## config.mk

```make
export PLATFORM = sky130hd
export DESIGN_NAME = execute_unit
export DESIGN_NICKNAME = d
export VERILOG_FILES = /design/src/hw/rv_isa_pkg.sv /design/src/hw/core_pkg.sv /design/src/hw/execute_unit.sv
export SDC_FILE = /design/constraint.sdc
export NUM_CORES = 1
export LEC_CHECK = 0
export BUFFER_PORTS_ARGS = -buffer_cell sky130_fd_sc_hd__buf_2
export CAP_MARGIN = 30
export CELL_PAD_IN_SITES_DETAIL_PLACEMENT = 0
export CELL_PAD_IN_SITES_GLOBAL_PLACEMENT = 1
export CORE_AREA = 2 2 278 307
export CTS_BUF_LIST = sky130_fd_sc_hd__clkbuf_16
export DETAILED_ROUTE_END_ITERATION = 12
export DIE_AREA = 0 0 280 309
export HOLD_SLACK_MARGIN = 0.06
export PLACE_DENSITY_LB_ADDON = 0.12
export SLEW_MARGIN = 0
export SYNTH_ARGS = -nofsm -noshare
export SYNTH_HDL_FRONTEND = slang
export SYNTH_SLANG_ARGS = --single-unit
```

## constraint.sdc

```tcl
create_clock -name clk -period 6.5 [get_ports clk]
set_clock_uncertainty 0.15 [all_clocks]
set_input_delay 0.325 -clock clk [delete_from_list [all_inputs] [get_ports clk]]
set_output_delay 0.325 -clock clk [all_outputs]
set_load 0.02 [all_outputs]
```

## src/hw/rv_isa_pkg.sv

```systemverilog
// RV64I subset encodings: opcode, funct3, funct7, ALU op and branch kind enums, field widths
`default_nettype none

package rv_isa_pkg;

	// ******************************
	// instruction field widths
	// ******************************
	localparam int REG_IDX_W = 5;
	localparam int INST_W    = 32;
	// architectural register count
	localparam int NUM_REGS  = 1 << REG_IDX_W;

	// major opcodes, supported subset only
	typedef enum logic [6:0] {
		OP_IMM = 7'b0010011,
		OP     = 7'b0110011,
		LUI    = 7'b0110111,
		BRANCH = 7'b1100011,
		JAL    = 7'b1101111
	} opcode_e;

	// funct3 of OP and OP_IMM
	typedef enum logic [2:0] {
		F3_ADD = 3'b000,
		F3_SLL = 3'b001,
		F3_XOR = 3'b100,
		F3_OR  = 3'b110,
		F3_AND = 3'b111
	} alu_funct3_e;

	// funct3 of BRANCH
	typedef enum logic [2:0] {
		F3_BEQ = 3'b000,
		F3_BNE = 3'b001
	} br_funct3_e;

	// funct7, alt form turns add into sub
	typedef enum logic [6:0] {
		F7_BASE = 7'b0000000,
		F7_ALT  = 7'b0100000
	} funct7_e;

	// ******************************
	// internal control encodings
	// ******************************
	typedef enum logic [2:0] {
		ALU_ADD,
		ALU_SUB,
		ALU_AND,
		ALU_OR,
		ALU_XOR,
		ALU_SLL,
		ALU_PASSB
	} alu_op_e;

	typedef enum logic [1:0] {
		BR_NONE,
		BR_EQ,
		BR_NE,
		BR_JAL
	} br_kind_e;

endpackage

`default_nettype wire

```

## src/hw/core_pkg.sv

```systemverilog
// core constants and packed stage payload structs
`default_nettype none

package core_pkg;

	// ******************************
	// core constants
	// ******************************
	localparam int XLEN        = 64;
	localparam int IMEM_DEPTH  = 256;
	localparam int IMEM_ADDR_W = 8;
	localparam logic [XLEN-1:0] RESET_PC = '0;

	// fetch to decode
	typedef struct packed {
		logic [XLEN-1:0]               pc;
		logic [rv_isa_pkg::INST_W-1:0] inst;
	} fetch_pkt_t;

	// decode to execute, operands already read
	typedef struct packed {
		logic [XLEN-1:0]                  pc;
		logic [XLEN-1:0]                  op_a;
		logic [XLEN-1:0]                  op_b;
		rv_isa_pkg::alu_op_e              alu_op;
		rv_isa_pkg::br_kind_e             br_kind;
		// branch or jump offset, pc relative
		logic [XLEN-1:0]                  br_off;
		logic [rv_isa_pkg::REG_IDX_W-1:0] rd;
		logic                             wen;
	} issue_pkt_t;

	// execute to writeback and retire port
	typedef struct packed {
		logic [XLEN-1:0]                  pc;
		logic [rv_isa_pkg::REG_IDX_W-1:0] rd;
		logic                             wen;
		logic [XLEN-1:0]                  data;
	} retire_pkt_t;

	// execute back to fetch and decode
	typedef struct packed {
		logic            valid;
		logic [XLEN-1:0] target;
	} redirect_t;

endpackage

`default_nettype wire

```

## src/hw/execute_unit.sv

```systemverilog
// execute unit: ALU, branch and jump resolution, redirect, execute to writeback register
`default_nettype none

module execute_unit (
	input  logic                  clk,
	input  logic                  rst,
	input  logic                  de_valid,
	output logic                  de_ready,
	input  core_pkg::issue_pkt_t  de_pkt,
	output core_pkg::redirect_t   redirect,
	output logic                  ew_valid,
	output core_pkg::retire_pkt_t ew_pkt
);
	import core_pkg::*;
	import rv_isa_pkg::*;

	logic            accept;
	logic [XLEN-1:0] result;
	logic            taken;
	logic            redirect_valid_q;
	logic [XLEN-1:0] redirect_target_q;

	// writeback never stalls, so neither does execute
	assign de_ready = 1'b1;
	assign accept   = de_valid && de_ready;

	// ******************************
	// ALU
	// ******************************
	always_comb begin
		case (de_pkt.alu_op)
			ALU_SUB:   result = de_pkt.op_a - de_pkt.op_b;
			ALU_AND:   result = de_pkt.op_a & de_pkt.op_b;
			ALU_OR:    result = de_pkt.op_a | de_pkt.op_b;
			ALU_XOR:   result = de_pkt.op_a ^ de_pkt.op_b;
			// rv64 shift amount is six bits
			ALU_SLL:   result = de_pkt.op_a << de_pkt.op_b[5:0];
			ALU_PASSB: result = de_pkt.op_b;
			default:   result = de_pkt.op_a + de_pkt.op_b;
		endcase
	end

	// branch condition on the raw operands
	always_comb begin
		case (de_pkt.br_kind)
			BR_EQ:   taken = (de_pkt.op_a == de_pkt.op_b);
			BR_NE:   taken = (de_pkt.op_a != de_pkt.op_b);
			BR_JAL:  taken = 1'b1;
			default: taken = 1'b0;
		endcase
	end

	// ******************************
	// output registers
	// ******************************
	always_ff @(posedge clk) begin
		if (rst) begin
			ew_valid         <= 1'b0;
			redirect_valid_q <= 1'b0;
		end else begin
			ew_valid         <= accept;
			redirect_valid_q <= accept && taken;
		end
	end

	always_ff @(posedge clk) begin
		if (accept) begin
			ew_pkt.pc         <= de_pkt.pc;
			ew_pkt.rd         <= de_pkt.rd;
			ew_pkt.wen        <= de_pkt.wen;
			ew_pkt.data       <= result;
			redirect_target_q <= de_pkt.pc + de_pkt.br_off;
		end
	end

	assign redirect.valid  = redirect_valid_q;
	assign redirect.target = redirect_target_q;

	// decode squashes its held instruction while a redirect is out
	a_redirect_after_accept: assert property (@(posedge clk) disable iff (rst)
		redirect.valid |-> !accept)
		else $error("wrong-path instruction accepted during redirect");

endmodule

`default_nettype wire

```

==> metrics.txt, run 1 <==
Max-Slew Margin vs Limit 0.3081; drt pass-1 iters 8; final setup fails 0; synthesized netlist cell count 3081; CTS H-tree lvls 4; PortBufs 469; average cell area after synthesis 8.068 um^2; crit start category input pin; final hold vios 0; GRT Total Usage 0.2804; post-route ant nets 0; global route total overflow 0; Core Util, Final 0.3573; number of flops mapped to enable cells by yosys a little under 200; critical path class in2reg; mux share of post-synthesis cell area 0.07762; ys flop type edfxtp_1; Slew Viols, Final 0; Leak 12.82 nW; Filler cells 8822; mapped cell area 24860 um^2; Post-Route WL between 100000 and 150000 um; via count of the routed design about 27000; Tcrit/Tclk final 0.7932; vias in the first global route approximately 27000; placed wire-length estimate 99640 um; adder-cell share of the synthesized area 0.1308; Final nets 4044; syn_nets 3609; clock tree buffer depth 2; VDD IR max between 150 and 200 uV; async set or reset register ratio after synthesis 0; critical path fanouts, max 15; Period minus WS final 5.156 ns; WL/cell 27.25 um; root buf cell clkbuf_16; # rows 111; global routing usage on met1 0.3447; #FFs+latches synth 200; global route hottest layer met2; clock sink total 200; Max-Cap Viols 0; core area approximately 83000 um^2; first-pass GRT wire length 180600 um; most common cell in the synthesized netlist a21oi_1; Setup TNS Final 0 ns; P&R area growth vs syn 19.59%; share of cells above drive strength 1 0.1938; pwr/cell area 185.4 nW/um^2; Fmax 194.0 MHz; Die Ht 309 um; Die W 280 um; hold slack 0.09192 ns; post-CTS setup repair buffer count 0; Worst setup EP type flop; post-synthesis simple-gate area fraction 0.1439; area leader, netlist edfxtp_1; gp weighted congestion 0.9718; status finished, final reports clean; YS warnings 0; antenna violations before repair 14; initial core utilization 0.2988; largest net degree at the start of global routing roughly 150; WP data required 6.59 ns; main combinational cell family by area after synthesis compound AO/OA/AOI/OAI gates; drc violations 0; grt met2 use 0.4956; XOR/XNOR Fraction of Synth Area 0.02537; CP arrival 5.25 ns; post-synth cell types 97; M3 GR Usage 0.03822; worst hold path class in2reg; Seq/Total Area, Yosys 0.2408; CTS tree yes; 1st-iter DRT viols 2497; Worst-Margin Slew 1.031 ns; RSZ-0062 raised after global routing no; I/O Pins 471; share of the synthesized area in the top cell type 0.2392; TritonCTS Buffers 17; die area 86520 um^2; vias per cell 5.864; CTS clock-pin slew for the worst setup and hold paths around 0.10 ns; Synth area leaders edfxtp_1, ha_1, a21oi_1, o21ai_0, nand2_1; Synth Area in Compound Gates 0.3116; synth cell count leaders a21oi_1, nand2_1, nor2_1, o21ai_0, ha_1
kinds of logic after synthesis:
family	after synthesis
AOI/OAI and AO/OA	1178
buffers and inverters	438
other	1
muxes	148
adders and majority gates	258
and+or+nand+nor	786
DFF	200
xor gates and xnor gates	72
metal layers:
layer / share of wire / up-vias
met5: 0.00037 / -
met4: 0.035 / 8
met3: 0.057 / 202
met2: 0.49 / 1144
met1: 0.41 / 13250
li1: - / 12430
what timing repair did:
item | CTS | global route
endpoints found under the hold margin | 81 | 0
gates resized for setup | 0 | 0
hold buffers | 82 | 0
sequential cells by signal, summed over array words and instances, names as in the netlist:
name and flops:
ew_pkt 134, ew_valid 1, redirect_target_q 64, redirect_valid_q 1
per-stage QoR:
stage	total power, W	instances	instance area (um^2)	setup slack (ns)
3_3_place_gp	0.004249	4484	28230	1.165
5_1_grt	0.005784	4604	29710	1.138
6_report	0.005510	4610	29730	1.344
4_1_cts	0.005532	4601	29700	1.403
3_5_place_dp	0.004246	4487	28260	1.022
2_1_floorplan	0.003259	3081	24860	1.628
cells in the final DEF (no fill, tap or decap), types with 14 or more instances in the layout:
| master | n |
|---|---|
| o31ai_1 | 30 |
| nand4_1 | 46 |
| a221oi_1 | 61 |
| o21a_1 | 33 |
| a211oi_1 | 30 |
| mux4_2 | 33 |
| mux2i_1 | 87 |
| nor4_1 | 28 |
| o21bai_1 | 53 |
| nand2b_1 | 26 |
| o22ai_1 | 41 |
| a221o_1 | 28 |
| or2_2 | 14 |
| xnor2_1 | 48 |
| buf_2 | 467 |
| nor2b_1 | 22 |
| mux2_2 | 28 |
| a21oi_1 | 319 |
| nand3_1 | 31 |
| a31oi_1 | 23 |
| xor2_1 | 24 |
| edfxtp_1 | 198 |
| buf_4 | 58 |
| nand2_1 | 266 |
| o21ai_0 | 261 |
| a22oi_1 | 28 |
| o221ai_1 | 25 |
| clkbuf_16 | 17 |
| and3_1 | 17 |
| ha_1 | 255 |
| o211ai_1 | 44 |
| dlygate4sd3_1 | 82 |
| a21o_1 | 62 |
| nor2_1 | 260 |
| nor3_1 | 27 |
| inv_1 | 237 |
cell type report:
type	instances	area (um^2)	area share
inverter	242	908.4	0.03056
timing repair buffer	612	3674	0.1236
multi-input combinational	2443	17180	0.5780
antenna	8	20.02	0.0006735
sequential	200	5986	0.2014
tap	1073	1343	0.04516
clock inverter	15	190.2	0.006398
clock buffer	17	425.4	0.01431
worst max-delay path: stages:
cell and delay (ns):
dlygate4sd3_1 0.52, buf_2 0.14, inv_1 0.06, ha_1 0.62, nand4_1 0.31, nor4_1 0.41, nand2_1 0.14, o2111ai_1 0.24
a21oi_1 0.27, o21ai_0 0.70, a21oi_1 0.34, o21ai_0 0.58, a311o_1 0.29, o221a_2 0.18, o211ai_1 0.09
power breakdown:
part / switching, W / internal (W) / total (W)
sequential: 0.0000521 / 0.00163 / 0.00168
combinational: 0.00173 / 0.000878 / 0.00261
clock: 0.000688 / 0.000531 / 0.00122
total: 0.00247 / 0.00304 / 0.00551
final timing paths:
kind	start	endpoint	slack (ns)	depth (start not counted)
min	de_pkt[101]	ew_pkt[26]	0.09	5
max	de_pkt[93]	ew_pkt[62]	1.34	15
No activity file was read; power rests on OpenSTA's default activity.
==> run 2: changes to the inputs <==
==> constraint.sdc (replaced) <==
create_clock -name clk -period 5.35 [get_ports clk]
set_clock_uncertainty 0.15 [all_clocks]
set_input_delay 0.2675 -clock clk [delete_from_list [all_inputs] [get_ports clk]]
set_output_delay 0.2675 -clock clk [all_outputs]
set_load 0.02 [all_outputs]
==> metrics.txt, run 2 (synthesis gave the netlist of run 1 again) <==
Non-Filler Instances 4634; Clock power frac 0.222; most common cell after layout, fill and taps aside buf_2; via count of the routed design roughly 27000; biggest regs ew_pkt: 134 flops, redirect_target_q: 64 flops; PnR Total Power between 0.006 and 0.007 W; 1st-iter DRT viols 2631; Period minus WS final 5.180 ns; vias per cell 5.864; Die Ht 309 um; clock tree buffer depth 2; Filler cells 8847; pwr/cell area 225.7 nW/um^2; Critical Path Most Common Cell a221o_1; post-route ant nets 0; Max-Slew Margin vs Limit 0.2911; sw power 0.003030 W; post-CTS setup repair buffer count 0; commonest cells after routing, fill and taps aside buf_2, a21oi_1, nand2_1; final hold vios 0; core area 83190 um^2; Setup TNS Final 0 ns; share of cells above drive strength 1 0.1980; worst hold path class in2reg; final setup fails 0; vias in the first global route 26720; WL/cell between 20 and 30 um; max reg flops approximately 130; Max Used Layer met5; largest net degree at the start of global routing 104; global route total overflow 0; Tcrit/Tclk final 0.9682; gp weighted congestion 0.9636; root buf cell clkbuf_16; Worst setup EP type flop; initial core utilization 0.2988; Internal Power 0.003728 W; pre-CTS setup slack 0.2278 ns; drt pass-1 iters 8; Biggest register ew_pkt; Final nets approximately 4000; placed cells 4510; cells along the critical path dlygate4sd3_1 -> buf_2 -> inv_1 -> ha_1 -> or4_1 -> nor3_1 -> a221oi_1 -> buf_4 -> a31oi_1 -> o21a_2 -> o221ai_2 -> o31ai_2 -> nand2_1 -> a221o_1 -> a221o_1; routed wl met3 around 7400 um; antenna violations before repair 15; Worst path slowest cell nor3_1; crit start category input pin; clock sink total 200; critical path class in2reg; # rows about 110; Sw Share 0.4484; slowest stage delay, CP 0.64 ns; CTS H-tree lvls 4; GRT Total Usage 0.2827; CTS clock-pin slew for the worst setup and hold paths 0.10 ns; final worst slack 0.1700 ns; sequential fraction of design power 0.302; RSZ-0062 raised after global routing no; WL met2 ~60000 um; Die W approximately 280 um; P&R area growth vs syn 20.44%; Slew Viols, Final 0; drc violations 0; VDD IR max between 150 and 200 uV; critical path fanouts, max 12; TritonCTS Buffers 17; Max-Cap Viols 0; first-pass GRT wire length ~180000 um; Worst-Margin Slew 1.063 ns; Leak 12.95 nW; M1 WL 52440 um; I/O Pins 471; CTS tree yes; Post-Route WL 126600 um; PortBufs 469; placed wire-length estimate 100300 um; WP data required about 5.5 ns; status finished, final reports clean; die area 86520 um^2; Logic pwr share 0.476; Fmax 193.1 MHz; CP arrival 5.31 ns
==> run 2: changes by cell type in the layout (fill, tap and decap cells not counted), sizes merged <==
cell	previous run	this run
buf	529	552
clkbuf	18	17
clkinv	10	9
diode	8	5
dlygate4sd3	82	87
inv	247	248
==> run 2: worst paths after layout <==
kind                  startpoint    endpoint  cells after the start
worst min-delay path  de_pkt[94]  ew_pkt[19]                      4
worst max-delay path  de_pkt[89]  ew_pkt[58]                     15
==> run 2: power groups by stage <==
stage	Sequential, W	Clock [W]	Combinational [W]
after floorplan	0.00233	0	0.00163
after global placement	0.00207	0	0.00313
after detailed placement	0.00208	0	0.00312
after CTS	0.00204	0.00156	0.00319
after global routing	0.00206	0.00159	0.00344
final	0.00204	0.00150	0.00322
==> run 2: stage by stage <==
stage	util	cell area, um^2	hold slack, ns
after floorplan	-	24860	0.1966
after global placement	0.3415	28410	0.2849
after detailed placement	0.3416	28420	0.2916
after CTS	0.3597	29930	0.06985
after global routing	0.3598	29930	0.09081
final	0.3599	29940	0.09197
==> run 2: what timing repair did <==
item	in CTS	in global routing
hold buffers	87	0
gates resized for setup	0	0
hold endpoints to repair	86	0
==> run 2: final cells by class <==
type / instances / area [um^2] / share of cell area
clock buffers: 17 / 425.4 / 0.01421
multi-input cells: 2443 / 17170 / 0.5736
inverters: 242 / 908.4 / 0.03034
repair buffers: 639 / 3879 / 0.1296
flip-flops and latches: 200 / 5986 / 0.1999
well taps: 1073 / 1343 / 0.04484
diodes: 5 / 12.51 / 0.0004179
clock inverters: 15 / 212.7 / 0.007105
==> run 2: worst max-delay path: cells and delay by family <==
kind | cells | cell delay (ns)
compound gates | 7 | 2.25
simple gates | 3 | 1.38
buf+inv | 4 | 0.93
fa+ha+maj | 1 | 0.46
==> run 2: layer usage <==
layer | vias to the layer above | track usage
li1 | 12490 | -
met1 | 13310 | 0.3496
met2 | 1168 | 0.4944
met3 | 203 | 0.03837
met4 | 8 | 0.1127
met5 | - | 0
