[config.mk]
export PLATFORM = sky130hd
export DESIGN_NAME = writeback_unit
export DESIGN_NICKNAME = d
export VERILOG_FILES = /design/src/hw/rv_isa_pkg.sv /design/src/hw/core_pkg.sv /design/src/hw/writeback_unit.sv
export SDC_FILE = /design/constraint.sdc
export NUM_CORES = 1
export LEC_CHECK = 0
export ABC_AREA = 1
export BUFFER_PORTS_ARGS = -buffer_cell sky130_fd_sc_hd__buf_2
export CELL_PAD_IN_SITES_DETAIL_PLACEMENT = 1
export CELL_PAD_IN_SITES_GLOBAL_PLACEMENT = 2
export CORE_MARGIN = 2
export CORE_UTILIZATION = 26
export CTS_BUF_LIST = sky130_fd_sc_hd__clkbuf_16
export CTS_CLUSTER_DIAMETER = 50
export DETAILED_ROUTE_END_ITERATION = 7
export PLACE_DENSITY = 0.84
export SYNTH_ARGS = -nofsm -noshare
export SYNTH_HDL_FRONTEND = slang
export SYNTH_SLANG_ARGS = --single-unit
[constraint.sdc]
create_clock -name clk -period 1.65 [get_ports clk]
set_input_delay 0.165 -clock clk [delete_from_list [all_inputs] [get_ports clk]]
set_output_delay 0.165 -clock clk [all_outputs]
set_load 0.02 [all_outputs]
[src/hw/rv_isa_pkg.sv]
// RV64I subset encodings: opcode, funct3, funct7, ALU op and branch kind enums, field widths
`default_nettype none

package rv_isa_pkg;

	// ******************************
	// instruction field widths
	// ******************************
	localparam int REG_IDX_W = 5;
	localparam int INST_W    = 32;
	// architectural register count
	localparam int NUM_REGS  = 1 << REG_IDX_W;

	// major opcodes, supported subset only
	typedef enum logic [6:0] {
		OP_IMM = 7'b0010011,
		OP     = 7'b0110011,
		LUI    = 7'b0110111,
		BRANCH = 7'b1100011,
		JAL    = 7'b1101111
	} opcode_e;

	// funct3 of OP and OP_IMM
	typedef enum logic [2:0] {
		F3_ADD = 3'b000,
		F3_SLL = 3'b001,
		F3_XOR = 3'b100,
		F3_OR  = 3'b110,
		F3_AND = 3'b111
	} alu_funct3_e;

	// funct3 of BRANCH
	typedef enum logic [2:0] {
		F3_BEQ = 3'b000,
		F3_BNE = 3'b001
	} br_funct3_e;

	// funct7, alt form turns add into sub
	typedef enum logic [6:0] {
		F7_BASE = 7'b0000000,
		F7_ALT  = 7'b0100000
	} funct7_e;

	// ******************************
	// internal control encodings
	// ******************************
	typedef enum logic [2:0] {
		ALU_ADD,
		ALU_SUB,
		ALU_AND,
		ALU_OR,
		ALU_XOR,
		ALU_SLL,
		ALU_PASSB
	} alu_op_e;

	typedef enum logic [1:0] {
		BR_NONE,
		BR_EQ,
		BR_NE,
		BR_JAL
	} br_kind_e;

endpackage

`default_nettype wire

[src/hw/core_pkg.sv]
// core constants and packed stage payload structs
`default_nettype none

package core_pkg;

	// ******************************
	// core constants
	// ******************************
	localparam int XLEN        = 64;
	localparam int IMEM_DEPTH  = 256;
	localparam int IMEM_ADDR_W = 8;
	localparam logic [XLEN-1:0] RESET_PC = '0;

	// fetch to decode
	typedef struct packed {
		logic [XLEN-1:0]               pc;
		logic [rv_isa_pkg::INST_W-1:0] inst;
	} fetch_pkt_t;

	// decode to execute, operands already read
	typedef struct packed {
		logic [XLEN-1:0]                  pc;
		logic [XLEN-1:0]                  op_a;
		logic [XLEN-1:0]                  op_b;
		rv_isa_pkg::alu_op_e              alu_op;
		rv_isa_pkg::br_kind_e             br_kind;
		// branch or jump offset, pc relative
		logic [XLEN-1:0]                  br_off;
		logic [rv_isa_pkg::REG_IDX_W-1:0] rd;
		logic                             wen;
	} issue_pkt_t;

	// execute to writeback and retire port
	typedef struct packed {
		logic [XLEN-1:0]                  pc;
		logic [rv_isa_pkg::REG_IDX_W-1:0] rd;
		logic                             wen;
		logic [XLEN-1:0]                  data;
	} retire_pkt_t;

	// execute back to fetch and decode
	typedef struct packed {
		logic            valid;
		logic [XLEN-1:0] target;
	} redirect_t;

endpackage

`default_nettype wire

[src/hw/writeback_unit.sv]
// writeback unit: register file write, busy release, retire record, retire counter
`default_nettype none

module writeback_unit (
	input  logic                             clk,
	input  logic                             rst,
	input  logic                             ew_valid,
	input  core_pkg::retire_pkt_t            ew_pkt,
	output logic                             rf_wen,
	output logic [rv_isa_pkg::REG_IDX_W-1:0] rf_waddr,
	output logic [core_pkg::XLEN-1:0]        rf_wdata,
	output logic                             busy_clear_valid,
	output logic [rv_isa_pkg::REG_IDX_W-1:0] busy_clear_idx,
	output logic                             retire_valid,
	output core_pkg::retire_pkt_t            retire_pkt,
	output logic [31:0]                      retire_count
);
	// retire register, one cycle behind execute
	always_ff @(posedge clk) begin
		if (rst) begin
			retire_valid <= 1'b0;
			retire_count <= '0;
		end else begin
			retire_valid <= ew_valid;
			if (retire_valid) begin
				retire_count <= retire_count + 32'd1;
			end
		end
	end

	always_ff @(posedge clk) begin
		if (ew_valid) begin
			retire_pkt <= ew_pkt;
		end
	end

	// write and release land on the same edge
	assign rf_wen           = retire_valid && retire_pkt.wen;
	assign rf_waddr         = retire_pkt.rd;
	assign rf_wdata         = retire_pkt.data;
	assign busy_clear_valid = rf_wen;
	assign busy_clear_idx   = retire_pkt.rd;

endmodule

`default_nettype wire

==> flow_summary_export.csv, run 1 <==
group,metric,value,unit
placement,dpl-instance-area,0.008219,mm^2
yosys,synthTopCellsByCount,"edfxtp_1, nand2_1, buf_4, nor2_1, inv_1",
floorplan,start_util,26.33,%
yosys,avgSynthCellArea,12.96,um^2
drt,num_vias,5372,
power,combPwrFrac,15.1,%
sta,finClkSkew,11.90,ps
power,powerDensity,1037,mW/mm^2
global_routing,globalRouteOverflowTotal,0,
drt,ant_nets,0,
yosys,synth_edf_count,134,
finish,drive_gt1_share,45.10,%
worst_setup_path,worstPathRequired,1960,ps
clock_network,clock-sinks,167,
finish,final_cell_count_no_fill,1295,
yosys,synthFlopType,"edfxtp_1",
worst_setup_path,rr_startpoint,"retire_count[0]",
worst_hold_path,hold_path.class,"input pin to flip-flop",
clock_network,cts_buffers,17,
placement,place_ws,153.9,ps
power,switching_share,28.73,%
worst_setup_path,critical_path_arrival,1780,ps
clock_network,cts_setup_buffers,0,
floorplan,row_count,57,
drt,viasPerCell,4.148,
sta,fin_tns_setup,0,ps
yosys,yosysSeqAreaShare,73.60,%
yosys,synth_top_area_share,63.22,%
placement,dp_hpwl,16.76,mm
power,switching_power,3.023,mW
clock_network,clockRootBuffer,"clkbuf_16",
finish,syn2layout_area_growth,59.46,%
sta,slew_headroom,76.99,%
placement,gp_congestion,0.8075,
drt,drcViolationCount,0,
yosys,yosys.area.top_type,"edfxtp_1",
drt,routed_wirelength,24.61,mm
global_routing,antenna_found_initial,2,
floorplan,ioPinCount,380,
global_routing,grt_start_max_net_pins,36,
drt,wl_per_cell,19.00,um
power,ir_worst_vdd,0.0005314,V
clock_network,clkLatencyLatePin,420,ps
run_status,status,"finished, final reports clean",
floorplan,die_w,160.5,um
sta,fin_crit,1473,ps
clock_network,cts.clk_slew.worst_paths,70,ps
drt,firstDrtPassIters,4,
yosys,netlist_top_cells_area,"edfxtp_1, dfxtp_1, buf_4, nand2_1, nor2_1",
yosys,synth_area,0.006365,mm^2
sta,rsz0062_at_grt,"true",
placement,placedCellCount,1127,
yosys,synth_cells,491,
finish,fillers,2729,
sta,fin_crit_sh,89.27,%
worst_setup_path,endpoint_kind,"flip-flop",
power,p_int,7.499,mW
power,total_leakage_power,4.504,nW
sta,slew_viol_final,0,
power,clkPwrFrac,37.5,%
power,seqPwrFrac,47.4,%
worst_setup_path,critPathLaunch,"retire_count[0]",
worst_setup_path,critical_path_class,"flip-flop to flip-flop",
sta,timing.hold.ws,85.25,ps
sta,setup_viol,0,
global_routing,grtUsageTotal,18.99,%
drt,drtIter0Drc,308,
clock_network,cts.htree.levels,4,
floorplan,die_h,160.5,um
sta,worst_pin_slew,344.7,ps
global_routing,grt_pass1_vias,5785,
floorplan,die_area,0.02575,mm^2
finish,fin_area,0.01015,mm^2
finish,utilization,41.98,%
power,power,10.52,mW
placement,numPortBuffers,379,
job,cap_violations,0,
sta,fmax,0.6789,GHz
sta,finalHoldViolCount,0,
yosys,ys_warn_count,0,
worst_setup_path,crit_path_max_fanout,6,
sta,fin_ws,177.0,ps
yosys,synth_nets,629,
clock_network,cts_tree,"built",
worst_hold_path,min_from,"rst",
worst_setup_path,worstSetupStartpointType,"flip-flop",
floorplan,coreArea,0.02418,mm^2
yosys,ys_types,21,
yosys,synth_most_common_cell,"edfxtp_1",
finish,final_net_count,1094,
yosys,ys_seq_elements,167,
global_routing,grt_pass1_wl,36.68,mm
yosys,synthArstFlopShare,0,%
clock_network,clockBufferDepth,2,
==> cells in the final DEF (no fill, tap or decap), types with 2 or more instances in the layout <==
cell | Yosys | layout
clkbuf_16 | 0 | 17
inv_8 | 0 | 4
o21a_1 | 2 | 2
nor2_2 | 10 | 10
o21ai_0 | 7 | 7
nand4_1 | 12 | 12
inv_6 | 0 | 3
buf_12 | 0 | 3
clkinv_4 | 0 | 4
buf_2 | 0 | 378
dfxtp_1 | 33 | 33
nand2_1 | 76 | 76
inv_1 | 40 | 40
a21oi_1 | 18 | 18
clkinv_8 | 0 | 3
edfxtp_1 | 134 | 134
nor2_1 | 51 | 51
buf_4 | 75 | 8
nor2_4 | 3 | 3
nand3_1 | 20 | 20
xnor2_1 | 2 | 2
dlygate4sd3_1 | 0 | 134
diode_2 | 0 | 2
==> layout make-up <==
cell class / instances / area [um^2] / area share (%)
well taps: 324 / 405.4 / 3.994
repair buffers: 524 / 3364 / 33.15
diodes: 2 / 5.005 / 0.04931
clock inverters: 15 / 158.9 / 1.566
flip-flops and latches: 167 / 4684 / 46.15
inverters: 41 / 153.9 / 1.516
clock buffers: 17 / 425.4 / 4.191
multi-input cells: 205 / 952.2 / 9.381
==> critical path, stage by stage, from the launching register on <==
cell and delay [ps]:
dfxtp_1 390, ha_1 190, nand2_1 120, nor2_4 160
nand3_4 140, nor2_4 170, nand3_1 90, nand2_1 70
nor2_1 40
==> path summary, 6_finish.rpt <==
kind | end | depth (start not counted) | slack, ps
worst min register to register | retire_count[0] | 1 | 520
worst max register to register | retire_count[28] | 8 | 180
worst max-delay path | retire_count[28] | 8 | 180
worst min-delay path | retire_count[3] | 2 | 90
==> logic make-up after synthesis <==
group | after synthesis | synth area share [%]
adder cells (fa/ha/maj) | 1 | 0.1965
AND/OR/NAND/NOR | 175 | 12.29
AO/OA/AOI/OAI | 27 | 2.202
XOR/XNOR | 2 | 0.2753
flip-flops | 167 | 73.60
buffers and inverters | 119 | 11.44
==> routing by layer <==
metal | vias up | global-route usage (%) | part of all wire, %
met3 | 43 | 4.752 | 5.6
li1 | 2523 | - | -
met4 | 0 | 7.740 | 3.3
met2 | 220 | 33.78 | 51
met5 | - | 0 | 0
met1 | 2586 | 21.84 | 40
==> registers in the layout, summed over array words and instances (netlist names) <==
name            flops
retire_count       32
busy_clear_idx      5
rf_wdata           64
retire_pkt         65
retire_valid        1
==> timing repair <==
action,4_1_cts,5_1_grt
hold buffers,134,0
resized for setup,0,0
endpoints found under the setup margin,0,2
endpoints found under the hold margin,134,0
==> power by group through the flow <==
stage | clock network [mW] | registers (mW) | logic (mW)
3_3_place_gp | 0 | 5.06 | 1.27
3_5_place_dp | 0 | 5.07 | 1.29
6_report | 3.95 | 4.99 | 1.58
2_1_floorplan | 0 | 5.40 | 0.422
5_1_grt | 4.23 | 5.02 | 1.66
4_1_cts | 4.05 | 4.98 | 1.56
No activity file was read; power rests on OpenSTA's default activity.
==> run 2, diff against run 1 <==
--- a/config.mk
+++ b/config.mk
@@ -10,11 +10,10 @@
 export CELL_PAD_IN_SITES_DETAIL_PLACEMENT = 1
 export CELL_PAD_IN_SITES_GLOBAL_PLACEMENT = 2
 export CORE_MARGIN = 2
-export CORE_UTILIZATION = 26
-export CTS_BUF_LIST = sky130_fd_sc_hd__clkbuf_16
+export CORE_UTILIZATION = 23
 export CTS_CLUSTER_DIAMETER = 50
 export DETAILED_ROUTE_END_ITERATION = 7
-export PLACE_DENSITY = 0.84
+export PLACE_DENSITY = 0.79
 export SYNTH_ARGS = -nofsm -noshare
 export SYNTH_HDL_FRONTEND = slang
 export SYNTH_SLANG_ARGS = --single-unit
==> constraint.sdc (replaced) <==
create_clock -name clk -period 1.2 [get_ports clk]
set_input_delay 0.12 -clock clk [delete_from_list [all_inputs] [get_ports clk]]
set_output_delay 0.12 -clock clk [all_outputs]
set_load 0.02 [all_outputs]
==> flow_summary_export.csv, run 2 (same netlist as run 1, synthesis figures left out) <==
group,metric,value,unit
global_routing,grt_start_max_net_pins,40,
placement,dp_hpwl,17.30,mm
floorplan,row_count,60,
clock_network,cts_buffers,17,
sta,finClkSkew,6.787,ps
drt,routed_wirelength,26.12,mm
global_routing,grt_pass1_vias,6079,
finish,utilization,42.41,%
finish,final_cell_mix,"buf_2, edfxtp_1, dlygate4sd3_1",
worst_setup_path,worstSetupStartpointType,"flip-flop",
finish,final_net_count,1148,
finish,fin_area,0.01146,mm^2
placement,gp_congestion,0.7648,
sta,setup_viol,55,
power,total_leakage_power,5.001,nW
drt,num_vias,5659,
job,cap_violations,0,
drt,firstDrtPassIters,4,
run_status,status,"complete, but fails checks",
finish,layout.cells.most_common,"buf_2",
worst_setup_path,worstPathRequired,1530,ps
run_status,violations,"setup timing",
finish,final_cell_count_no_fill,1366,
placement,numPortBuffers,379,
global_routing,grtUsageTotal,17.49,%
global_routing,globalRouteOverflowTotal,0,
worst_setup_path,critical_path_class,"flip-flop to flip-flop",
drt,wl_per_cell,19.12,um
finish,top_register,"retire_pkt",
floorplan,die_w,170.4,um
finish,drive_gt1_share,55.82,%
floorplan,die_h,170.4,um
sta,fin_crit,1301,ps
global_routing,grt_pass1_wl,37.38,mm
clock_network,cts.clk_slew.worst_paths,70,ps
sta,slew_viol_final,0,
sta,fin_ws,-101.4,ps
drt,ant_nets,0,
sta,worst_pin_slew,253.1,ps
drt,viasPerCell,4.143,
finish,largest_reg_flops,65,
sta,rsz0062_at_grt,"true",
sta,slew_headroom,83.13,%
sta,fin_crit_sh,108.4,%
floorplan,coreArea,0.02703,mm^2
clock_network,clock-sinks,167,
clock_network,clockBufferDepth,2,
floorplan,ioPinCount,380,
sta,finalHoldViolCount,0,
clock_network,cts_tree,"built",
floorplan,start_util,23.55,%
placement,dpl-instance-area,0.008640,mm^2
global_routing,antenna_found_initial,2,
worst_hold_path,hold_path.class,"input pin to flip-flop",
drt,drtIter0Drc,303,
worst_setup_path,endpoint_kind,"flip-flop",
clock_network,clockRootBuffer,"clkbuf_16",
clock_network,clkLatencyLatePin,430,ps
finish,syn2layout_area_growth,80.07,%
floorplan,die_area,0.02902,mm^2
worst_setup_path,crit_path_max_fanout,6,
drt,drcViolationCount,0,
power,ir_worst_vdd,0.0008054,V
power,powerDensity,1311,mW/mm^2
power,power,15.03,mW
placement,placedCellCount,1186,
worst_setup_path,critical_path_arrival,1630,ps
sta,fmax,0.7684,GHz
clock_network,cts.htree.levels,4,
[run 2: changes by cell type in the layout (fill, tap and decap cells not counted), sizes merged]
cell / change
clkinvlp: +3
inv: -1
buf: +53
clkbuf: +1
bufinv: +2
clkinv: -4
[run 2: final cells by class]
cell class                      count  area [um^2]
Multi-Input combinational cell    205         1216
Clock inverter                     15        187.7
Antenna cell                        2        5.005
Sequential cell                   167         4765
Timing Repair Buffer              578         4282
Inverter                           41        153.9
Tap cell                          341        426.7
Fill cell                        2993        15560
Clock buffer                       17        425.4
[run 2: where the power goes]
part	internal (mW)	switching [mW]
Combinational	1.04	1.33
Sequential	6.64	0.227
Clock	3.16	2.63
[run 2: per-layer routing]
metal	global-route usage (%)	routed length [um]
met3	5.070	1802
met5	0	0
met2	32.98	14380
met4	6.317	657
met1	18.34	9280
[run 2: path summary, 6_finish.rpt]
kind | startpoint | to | slack [ps] | depth (start not counted)
min reg2reg | retire_count[5] | retire_count[5] | 530 | 2
min | rst | retire_count[29] | 20 | 3
max | retire_count[0] | retire_count[24] | -100 | 8
max reg2reg | retire_count[0] | retire_count[24] | -100 | 8
[run 2: worst max-delay path: stages, from the launching register on]
cell,delay (ps)
dfxtp_4,370
ha_4,150
nand2_4,60
nor2_4,120
nand3_4,150
nor2_4,180
nand3_2,80
nand2_1,60
nor2_1,30
[run 2: timing repair]
action / 4_1_cts / 5_1_grt
hold endpoints to repair: 134 / 0
setup endpoints to repair: 83 / 91
resized for setup: 161 / 89
buffers inserted: 9 / 5
hold buffers: 134 / 0
pin swaps: 18 / 21
[run 2: through the flow]
stage               setup TNS, ps  setup WS [ps]  hold WS, ps
global placement            -1583         -153.3        296.5
global route                -6696         -222.4        36.03
detailed placement          -2621         -207.3        298.4
CTS                         -3072         -116.4        7.407
finish                      -2425         -101.4        16.76
floorplan                  -391.7         -82.35        217.3
