File: config.mk
export PLATFORM = sky130hd
export DESIGN_NAME = decode_unit
export DESIGN_NICKNAME = d
export VERILOG_FILES = /design/src/hw/rv_isa_pkg.sv /design/src/hw/core_pkg.sv /design/src/hw/decode_unit.sv
export SDC_FILE = /design/constraint.sdc
export NUM_CORES = 1
export LEC_CHECK = 0
export ABC_AREA = 1
export BUFFER_PORTS_ARGS = -buffer_cell sky130_fd_sc_hd__buf_2
export CAP_MARGIN = 30
export CORE_AREA = 2 2 228 230
export CTS_CLUSTER_SIZE = 30
export DETAILED_ROUTE_END_ITERATION = 12
export DIE_AREA = 0 0 230 232
export SLEW_MARGIN = 20
export SYNTH_ARGS = -nofsm -noshare
export SYNTH_HDL_FRONTEND = slang
export SYNTH_SLANG_ARGS = --single-unit
File: constraint.sdc
create_clock -name clk -period 5.8 [get_ports clk]
set_clock_uncertainty 0.05 [all_clocks]
set_input_delay 0.58 -clock clk [delete_from_list [all_inputs] [get_ports clk]]
set_output_delay 0.58 -clock clk [all_outputs]
set_load 0.005 [all_outputs]
File: src/hw/rv_isa_pkg.sv
// RV64I subset encodings: opcode, funct3, funct7, ALU op and branch kind enums, field widths
`default_nettype none

package rv_isa_pkg;

	// ******************************
	// instruction field widths
	// ******************************
	localparam int REG_IDX_W = 5;
	localparam int INST_W    = 32;
	// architectural register count
	localparam int NUM_REGS  = 1 << REG_IDX_W;

	// major opcodes, supported subset only
	typedef enum logic [6:0] {
		OP_IMM = 7'b0010011,
		OP     = 7'b0110011,
		LUI    = 7'b0110111,
		BRANCH = 7'b1100011,
		JAL    = 7'b1101111
	} opcode_e;

	// funct3 of OP and OP_IMM
	typedef enum logic [2:0] {
		F3_ADD = 3'b000,
		F3_SLL = 3'b001,
		F3_XOR = 3'b100,
		F3_OR  = 3'b110,
		F3_AND = 3'b111
	} alu_funct3_e;

	// funct3 of BRANCH
	typedef enum logic [2:0] {
		F3_BEQ = 3'b000,
		F3_BNE = 3'b001
	} br_funct3_e;

	// funct7, alt form turns add into sub
	typedef enum logic [6:0] {
		F7_BASE = 7'b0000000,
		F7_ALT  = 7'b0100000
	} funct7_e;

	// ******************************
	// internal control encodings
	// ******************************
	typedef enum logic [2:0] {
		ALU_ADD,
		ALU_SUB,
		ALU_AND,
		ALU_OR,
		ALU_XOR,
		ALU_SLL,
		ALU_PASSB
	} alu_op_e;

	typedef enum logic [1:0] {
		BR_NONE,
		BR_EQ,
		BR_NE,
		BR_JAL
	} br_kind_e;

endpackage

`default_nettype wire

File: src/hw/core_pkg.sv
// core constants and packed stage payload structs
`default_nettype none

package core_pkg;

	// ******************************
	// core constants
	// ******************************
	localparam int XLEN        = 64;
	localparam int IMEM_DEPTH  = 256;
	localparam int IMEM_ADDR_W = 8;
	localparam logic [XLEN-1:0] RESET_PC = '0;

	// fetch to decode
	typedef struct packed {
		logic [XLEN-1:0]               pc;
		logic [rv_isa_pkg::INST_W-1:0] inst;
	} fetch_pkt_t;

	// decode to execute, operands already read
	typedef struct packed {
		logic [XLEN-1:0]                  pc;
		logic [XLEN-1:0]                  op_a;
		logic [XLEN-1:0]                  op_b;
		rv_isa_pkg::alu_op_e              alu_op;
		rv_isa_pkg::br_kind_e             br_kind;
		// branch or jump offset, pc relative
		logic [XLEN-1:0]                  br_off;
		logic [rv_isa_pkg::REG_IDX_W-1:0] rd;
		logic                             wen;
	} issue_pkt_t;

	// execute to writeback and retire port
	typedef struct packed {
		logic [XLEN-1:0]                  pc;
		logic [rv_isa_pkg::REG_IDX_W-1:0] rd;
		logic                             wen;
		logic [XLEN-1:0]                  data;
	} retire_pkt_t;

	// execute back to fetch and decode
	typedef struct packed {
		logic            valid;
		logic [XLEN-1:0] target;
	} redirect_t;

endpackage

`default_nettype wire

File: src/hw/decode_unit.sv
// decode unit: field and immediate extraction, ALU op select, busy scoreboard, issue stall
`default_nettype none

module decode_unit (
	input  logic                             clk,
	input  logic                             rst,
	input  logic                             fd_valid,
	output logic                             fd_ready,
	input  core_pkg::fetch_pkt_t             fd_pkt,
	output logic [rv_isa_pkg::REG_IDX_W-1:0] rs_a,
	output logic [rv_isa_pkg::REG_IDX_W-1:0] rs_b,
	input  logic [core_pkg::XLEN-1:0]        rdata_a,
	input  logic [core_pkg::XLEN-1:0]        rdata_b,
	input  logic                             busy_clear_valid,
	input  logic [rv_isa_pkg::REG_IDX_W-1:0] busy_clear_idx,
	input  core_pkg::redirect_t              redirect,
	output logic                             de_valid,
	input  logic                             de_ready,
	output core_pkg::issue_pkt_t             de_pkt
);
	import core_pkg::*;
	import rv_isa_pkg::*;

	// held instruction
	logic                 hold_valid;
	fetch_pkt_t           hold;
	// decoded fields
	logic [INST_W-1:0]    inst;
	opcode_e              opcode;
	alu_funct3_e          f3_alu;
	br_funct3_e           f3_br;
	funct7_e              funct7;
	logic [REG_IDX_W-1:0] rd;
	logic [XLEN-1:0]      imm_i;
	logic [XLEN-1:0]      imm_u;
	logic [XLEN-1:0]      imm_b;
	logic [XLEN-1:0]      imm_j;
	logic                 use_rs1;
	logic                 use_rs2;
	logic                 writes_rd;
	// scoreboard
	logic [NUM_REGS-1:0]  busy_q;
	logic [NUM_REGS-1:0]  set_mask;
	logic [NUM_REGS-1:0]  clr_mask;
	logic                 stall;
	logic                 issue;

	// ******************************
	// field extraction
	// ******************************
	assign inst   = hold.inst;
	assign opcode = opcode_e'(inst[6:0]);
	assign f3_alu = alu_funct3_e'(inst[14:12]);
	assign f3_br  = br_funct3_e'(inst[14:12]);
	assign funct7 = funct7_e'(inst[31:25]);
	assign rd     = inst[11:7];
	assign rs_a   = inst[19:15];
	assign rs_b   = inst[24:20];

	// sign extended immediates
	assign imm_i = {{(XLEN-12){inst[31]}}, inst[31:20]};
	assign imm_u = {{(XLEN-32){inst[31]}}, inst[31:12], 12'b0};
	assign imm_b = {{(XLEN-12){inst[31]}}, inst[7], inst[30:25], inst[11:8], 1'b0};
	assign imm_j = {{(XLEN-20){inst[31]}}, inst[19:12], inst[20], inst[30:21], 1'b0};

	// operand and control select per opcode
	always_comb begin
		de_pkt.pc      = hold.pc;
		de_pkt.op_a    = rdata_a;
		de_pkt.op_b    = rdata_b;
		de_pkt.alu_op  = ALU_ADD;
		de_pkt.br_kind = BR_NONE;
		de_pkt.br_off  = imm_b;
		de_pkt.rd      = rd;
		use_rs1        = 1'b0;
		use_rs2        = 1'b0;
		writes_rd      = 1'b0;
		case (opcode)
			OP_IMM: begin
				use_rs1     = 1'b1;
				writes_rd   = 1'b1;
				// slli shamt sits in the low six bits of imm_i
				de_pkt.op_b = imm_i;
				case (f3_alu)
					F3_SLL:  de_pkt.alu_op = ALU_SLL;
					F3_XOR:  de_pkt.alu_op = ALU_XOR;
					F3_OR:   de_pkt.alu_op = ALU_OR;
					F3_AND:  de_pkt.alu_op = ALU_AND;
					default: de_pkt.alu_op = ALU_ADD;
				endcase
			end
			OP: begin
				use_rs1   = 1'b1;
				use_rs2   = 1'b1;
				writes_rd = 1'b1;
				case (f3_alu)
					F3_ADD: begin
						case (funct7)
							F7_BASE: de_pkt.alu_op = ALU_ADD;
							F7_ALT:  de_pkt.alu_op = ALU_SUB;
							default: de_pkt.alu_op = ALU_ADD;
						endcase
					end
					F3_SLL:  de_pkt.alu_op = ALU_SLL;
					F3_XOR:  de_pkt.alu_op = ALU_XOR;
					F3_OR:   de_pkt.alu_op = ALU_OR;
					default: de_pkt.alu_op = ALU_AND;
				endcase
			end
			LUI: begin
				writes_rd     = 1'b1;
				de_pkt.op_a   = '0;
				de_pkt.op_b   = imm_u;
				de_pkt.alu_op = ALU_PASSB;
			end
			BRANCH: begin
				use_rs1 = 1'b1;
				use_rs2 = 1'b1;
				case (f3_br)
					F3_BEQ:  de_pkt.br_kind = BR_EQ;
					F3_BNE:  de_pkt.br_kind = BR_NE;
					default: de_pkt.br_kind = BR_NONE;
				endcase
			end
			JAL: begin
				// link value pc + 4 comes out of the ALU
				writes_rd      = 1'b1;
				de_pkt.op_a    = hold.pc;
				de_pkt.op_b    = XLEN'(4);
				de_pkt.br_kind = BR_JAL;
				de_pkt.br_off  = imm_j;
			end
			default: ;
		endcase
		// x0 writes dropped here, never marked busy
		de_pkt.wen = writes_rd && (rd != '0);
	end

	// ******************************
	// stall, issue and handshake
	// ******************************
	// rd checked too, two pending writes to one reg would clear its bit early
	assign stall = (use_rs1 && busy_q[rs_a]) || (use_rs2 && busy_q[rs_b])
		|| (de_pkt.wen && busy_q[rd]);
	// nothing issues while a redirect squashes the held instruction
	assign de_valid = hold_valid && !stall && !redirect.valid;
	assign issue    = de_valid && de_ready;
	assign fd_ready = !hold_valid || issue;

	always_ff @(posedge clk) begin
		if (rst) begin
			hold_valid <= 1'b0;
		end else if (redirect.valid) begin
			hold_valid <= 1'b0;
		end else if (fd_ready) begin
			hold_valid <= fd_valid;
		end
	end

	always_ff @(posedge clk) begin
		if (fd_valid && fd_ready) begin
			hold <= fd_pkt;
		end
	end

	// busy vector, set at issue beats clear
	always_comb begin
		set_mask = '0;
		clr_mask = '0;
		if (issue && de_pkt.wen) begin
			set_mask[de_pkt.rd] = 1'b1;
		end
		if (busy_clear_valid) begin
			clr_mask[busy_clear_idx] = 1'b1;
		end
	end

	always_ff @(posedge clk) begin
		if (rst) begin
			busy_q <= '0;
		end else begin
			busy_q <= (busy_q & ~clr_mask) | set_mask;
		end
	end

	a_x0_never_busy: assert property (@(posedge clk) disable iff (rst) !busy_q[0])
		else $error("busy bit of x0 set");

	// writeback only releases registers that issue marked
	a_clear_of_busy: assert property (@(posedge clk) disable iff (rst)
		busy_clear_valid |-> busy_q[busy_clear_idx])
		else $error("busy clear for a register that is not busy");

endmodule

`default_nettype wire

==> impl_results.md, run 1 <==
* Status: complete, no violations
* Cell Pwr Density at 223 mW/mm^2
* # port buffers at 512
* Yosys cell types at 32
* Via/cell ratio at approximately 4.3
* Number of synthesized register bits at between 100 and 150
* Worst reg2reg path endpoint: de_pkt[243]
* Slew of the pin with the lowest slew margin at 0.957 ns
* Crit path DAT at 3.15 ns
* Global-route wire length before repair at 54600 um
* Syn avg cell area at 7.70 sq um
* Remaining DRCs at 0
* CTS Hold Bufs at 0
* Total number of vias at 9382
* Path depth of the worst reg2reg path at 15
* RSZ-0062 raised after global routing: false
* Routed WL per cell at 17.5 um
* Core region area at around 0.051 sq mm
* Slew margin rel. at 36.2%
* Met3 WL at about 3200 um
* Number of global-route vias before repair at 8810
* Syn Inst Count at 1085
* Main synth FF type: edfxtp_1
* GPL Wtd Cong at between 0.9 and 1
* CP Launch Type: register
* Share of the synthesized area in the top cell type at 34.5%
* CTS tree: built
* FF/Latch Area at between 0.003 and 0.004 sq mm
* Hold depth at 1
* Die W at 230 um
* Most frequent cell after synthesis: nand2_1
* Worst Path Max Fanout at 80
* Post-DP HPWL at 29700 um
* DRT antenna net count at 0
* Number of buffers on the longest clock path at 2
* Synthesized area at 0.00836 sq mm
* DP Worst Slack at 2.21 ns
* Post-route minimum period at 3.78 ns
* Reg2Reg Setup Slack at 2.33 ns
* Max cap viols at 0
* Pin count of the biggest net entering global routing at between 80 and 90
* Worst Hold Launch: fd_pkt[88]
* Maximum vdd ir drop at 0.175 mV
* Non-filler cells, final at 2191
* Final hold vios at 0
* Final Cycle Share at roughly two thirds
* Reg2Reg Launch Point: inst[8]
* Share of layout cells above drive strength 1 at between 40% and 50%
* Initial DRC Count at 634
* Area delta synth->final at 39.5%
* Synth cell count leaders: nand2_1, nand3_1, edfxtp_1, buf_4, inv_1
* Max Slew Vio Count at 0
* Setup CP Type: reg2out
* Row Count at 83
* Metal2 WL at 17700 um
* Worst Hold End: de_pkt[259]
* Syn_nets at 1384
* NumNets Final at 1796
* Max Fclk at 264 MHz
* I/O pin count at 578
* Seq/Total Area, Yosys at 42.4%
* Multi-input logic area at 0.00367 sq mm
* M1 WL at between 15000 and 20000 um
* PnR worst setup slack at 2.02 ns
* Die Y at 232 um
* DRT Wirelength at 38300 um
* Clock latency on the worst-skew pair at 0.47 ns
* Post-CTS Resized at 0
* CTS Root Cell: clkbuf_16
* WP data required at between 5 and 6 ns
* Total CTS buffers at 17
* Hold WC Path Type: in2reg
* Fillcell total at 5641
* Warnings from Yosys at 0
* Highest Signal Layer: met5
* Ranking of synthesized cells by area: edfxtp_1, nand2_1, nand3_1, dfxtp_1, buf_4
* Worst-path clk slew at 0.06 ns
* Initial core utilization at 16.4%
* Overflow after GRT at 0
* Synth async-reset ratio at 0%
* Placed Instances at around 2200
* Pleak at 5.65 nW
* DIE AREA at 0.0534 sq mm
* Setup TNS at 0 ns
* CP Capture Type: output port
* Yosys top cell by area: edfxtp_1
* Setup violators final at 0
* Clk sinks at 129
* Post-synth EDFFs at 96
* Overall Global Routing Usage at 13.9%
* Post-CTS setup buffer count at 0
* DR pass1 iterations at 5
* Antenna violations before repair at 3
* H-tree depth at 4
## final cells by class
cell class,instances,area share (%)
inverter,83,2.69
clock inverter,15,1.22
timing repair buffer,527,23.3
tap,680,7.29
clock buffer,17,3.65
antenna,1,0.0215
multi-input combinational,739,31.5
sequential,129,30.4
## cell families after synthesis
| family | after synthesis | synth area share (%) |
|---|---|---|
| flip-flops | 129 | 42.4 |
| other | 1 | 0.0449 |
| AND/OR/NAND/NOR | 606 | 33.0 |
| buffers and inverters | 217 | 14.2 |
| AO/OA/AOI/OAI | 132 | 10.3 |
## stage by stage
| stage | hold slack, ns | total power, mW | util [%] | area, sq um |
|---|---|---|---|---|
| CTS | 0.180 | 2.64 | 22.9 | 11600 |
| global placement | 0.419 | 1.54 | 21.7 | 11000 |
| finish | 0.233 | 2.60 | 22.9 | 11700 |
| global route | 0.191 | 2.72 | 22.9 | 11700 |
| floorplan | 0.404 | 1.31 | - | 8360 |
| detailed placement | 0.429 | 1.55 | 21.7 | 11100 |
## sequential cells by signal (all words and copies together) (netlist names)
signal,cells
busy_q,32
de_pkt,64
hold_valid,1
inst,32
## worst max path at each step
stage,start,to,slack [ns],depth (start not counted)
final,inst[1],de_pkt[25],2.02,8
after global placement,inst[1],de_pkt[227],2.32,15
after global routing,inst[1],de_pkt[22],1.76,8
after floorplan,inst[20],de_pkt[203],1.22,11
after CTS,inst[1],de_pkt[25],1.85,8
after detailed placement,inst[1],de_pkt[220],2.21,15
## metal layers
metal,track usage [%],up-vias
li1,-,4395
met1,18.0,4364
met2,22.1,561
met3,3.06,60
met4,6.05,2
met5,0,-
## critical path, cell delays in order, from the launching register on
cell and delay [ns]:
edfxtp_1 0.36, nand2_1 0.20, nor2_4 0.05, buf_4 0.32, nand2_4 0.24, buf_4 0.66, nand2_1 0.44, o21ai_0 0.20
buf_2 0.15
## placed cells by master, fill, tap and decap left out, drive strengths merged
| cell type | count |
|---|---|
| o211ai | 29 |
| nand3 | 222 |
| nor4 | 2 |
| edfxtp | 96 |
| dfxtp | 33 |
| inv | 91 |
| a22oi | 1 |
| o311ai | 1 |
| nor2 | 55 |
| buf | 527 |
| nor3 | 13 |
| diode | 1 |
| clkinvlp | 3 |
| a21oi | 36 |
| o21ai | 62 |
| conb | 1 |
| o31ai | 2 |
| a211o | 1 |
| clkbuf | 17 |
| clkinv | 4 |
| nand2 | 313 |
| or2 | 1 |
## where the power goes
part,leakage [nW],internal [mW],switching (mW)
clock network,0.270,0.565,0.501
registers,1.19,1.04,0.0448
logic,4.19,0.187,0.256
Note: power is estimated with default switching activity, not from simulation.
==> run 2, diff against run 1 <==
- CORE_AREA: 2 2 228 230 -> 2 2 223 225
- DIE_AREA: 0 0 230 232 -> 0 0 225 227
- clock period: 5.8 -> 3.55 ns (I/O delays scaled with it)
==> impl_results.md, run 2 (synthesis gave the netlist of run 1 again) <==
* Post-route minimum period at roughly 3.3 ns
* Worst-path clk slew at 0.06 ns
* Max Slew Vio Count at 0
* Setup CP Type: reg2out
* Worst Path Max Fanout at 86
* Commonest cells after routing, fill and taps aside: buf_2, nand2_1, nand3_1
* Max Fclk at between 300 and 400 MHz
* Total CTS buffers at 17
* Routed WL per cell at 16.5 um
* Die Y at about 230 um
* CP dominant cell by count: nand2_1
* Slew margin rel. at 34.1%
* Hold WC Path Type: in2reg
* Share of layout cells above drive strength 1 at between 40% and 50%
* Clock latency on the worst-skew pair at 0.46 ns
* Global-route wire length before repair at 52600 um
* Reg2Reg Setup Slack at approximately 0.63 ns
* Fillcell total at 5193
* Final Cycle Share at 92.0%
* RSZ-0062 raised after global routing: false
* CP Launch Type: register
* CP Capture Type: output port
* Post-CTS Resized at 0
* Overflow after GRT at 0
* Max cap viols at 0
* CTS Hold Bufs at 87
* Pleak at roughly 6.1 nW
* Fin area at between 0.01 and 0.015 sq mm
* Antenna violations before repair at 3
* Die W at around 230 um
* Setup TNS at 0 ns
* FF/Latch Area at 0.00354 sq mm
* Maximum vdd ir drop at approximately 0.36 mV
* Max reg flops at 64
* Setup violators final at 0
* Initial DRC Count at approximately 750
* Slew of the pin with the lowest slew margin at 0.988 ns
* Post-CTS setup buffer count at 0
* Total number of vias at 9732
* Number of global-route vias before repair at 9130
* DRT antenna net count at 0
* Delay-heaviest family, CP: buffers and inverters
* Number of buffers on the longest clock path at 2
* Overall Global Routing Usage at between 10% and 20%
* Initial core utilization at 17.2%
* WP data required at 3.14 ns
* Core region area at 0.0485 sq mm
* Dpl cell area at 0.0112 sq mm
* Post-DP HPWL at 29400 um
* Tot Pwr at 4.44 mW
* NumNets Final at 1903
* Clk sinks at 129
* Via/cell ratio at 4.35
* Most common cell after layout, fill and taps aside: buf_2
* CTS tree: built
* # port buffers at 512
* Pin count of the biggest net entering global routing at 87
* DIE AREA at 0.0511 sq mm
* Slowest cell on the critical path: buf_4
* Status: complete, no violations
* DRT Wirelength at 37000 um
* Worst-path cell chain: nand2_1, nor3_1, nand2_4, buf_4, nand2_1, nand2_1, buf_4, nand2_1, buf_2
* H-tree depth at 4
* Area delta synth->final at 51.5%
* GPL Wtd Cong at 0.882
* CTS Root Cell: clkbuf_16
* Worst path bufs/invs at 3
* Multi-input logic area at 0.00367 sq mm
* Final hold vios at 0
* Crit path DAT at 2.86 ns
* I/O pin count at 578
* Row Count at 81
* CP max stage delay at 0.72 ns
* DR pass1 iterations at 7
* Remaining DRCs at 0
* Cell Pwr Density at roughly 350 mW/mm^2
run 2: cell types whose count changed in the layout (fill, tap and decap cells not counted), sizes merged:
cell         delta
dlygate4sd3    +87
buf            +20
clkbuf          +1
clkinvlp        -1
bufinv          +4
clkinv          +3
inv             -8
run 2: layout make-up:
type	instances	share of cell area, %
Timing Repair Buffer	634	29.7
Multi-Input combinational cell	739	29.0
Sequential cell	129	28.0
Tap cell	622	6.15
Clock buffer	18	3.39
Inverter	83	2.48
Clock inverter	13	1.32
Antenna cell	1	0.0198
run 2: layer usage:
metal / share of wire, % / global-route usage [%] / wire length (um) / up-vias
li1: - / - / - / 4602
met3: 8.8 / 3.64 / 3270 / 43
met2: 45 / 21.8 / 16800 / 537
met1: 43 / 17.8 / 16000 / 4548
met4: 2.4 / 5.79 / 882 / 2
met5: 0.035 / 0 / 13 / -
run 2: worst paths after layout:
path	start	to	cells past startpoint
worst min register to register	busy_q[4]	busy_q[4]	2
worst max register to register	inst[15]	inst[6]	15
worst min-delay path	fd_pkt[59]	de_pkt[230]	1
worst max-delay path	inst[0]	de_pkt[110]	9
run 2: per-stage QoR:
stage               hold WS, ns  instances  worst slack, ns  util, %
floorplan                 0.404       1085           0.0408        -
global placement          0.413       2120            0.661     23.1
detailed placement        0.441       2120            0.630     23.1
CTS                     0.00150       2238            0.228     26.1
global route            0.00879       2239           0.0248     26.1
finish                   0.0358       2239            0.285     26.1
run 2: report_power, final:
part | internal (mW) | leakage [nW] | switching, mW
registers | 1.70 | 1.19 | 0.0661
logic | 0.387 | 4.65 | 0.433
clock network | 1.15 | 0.284 | 0.697
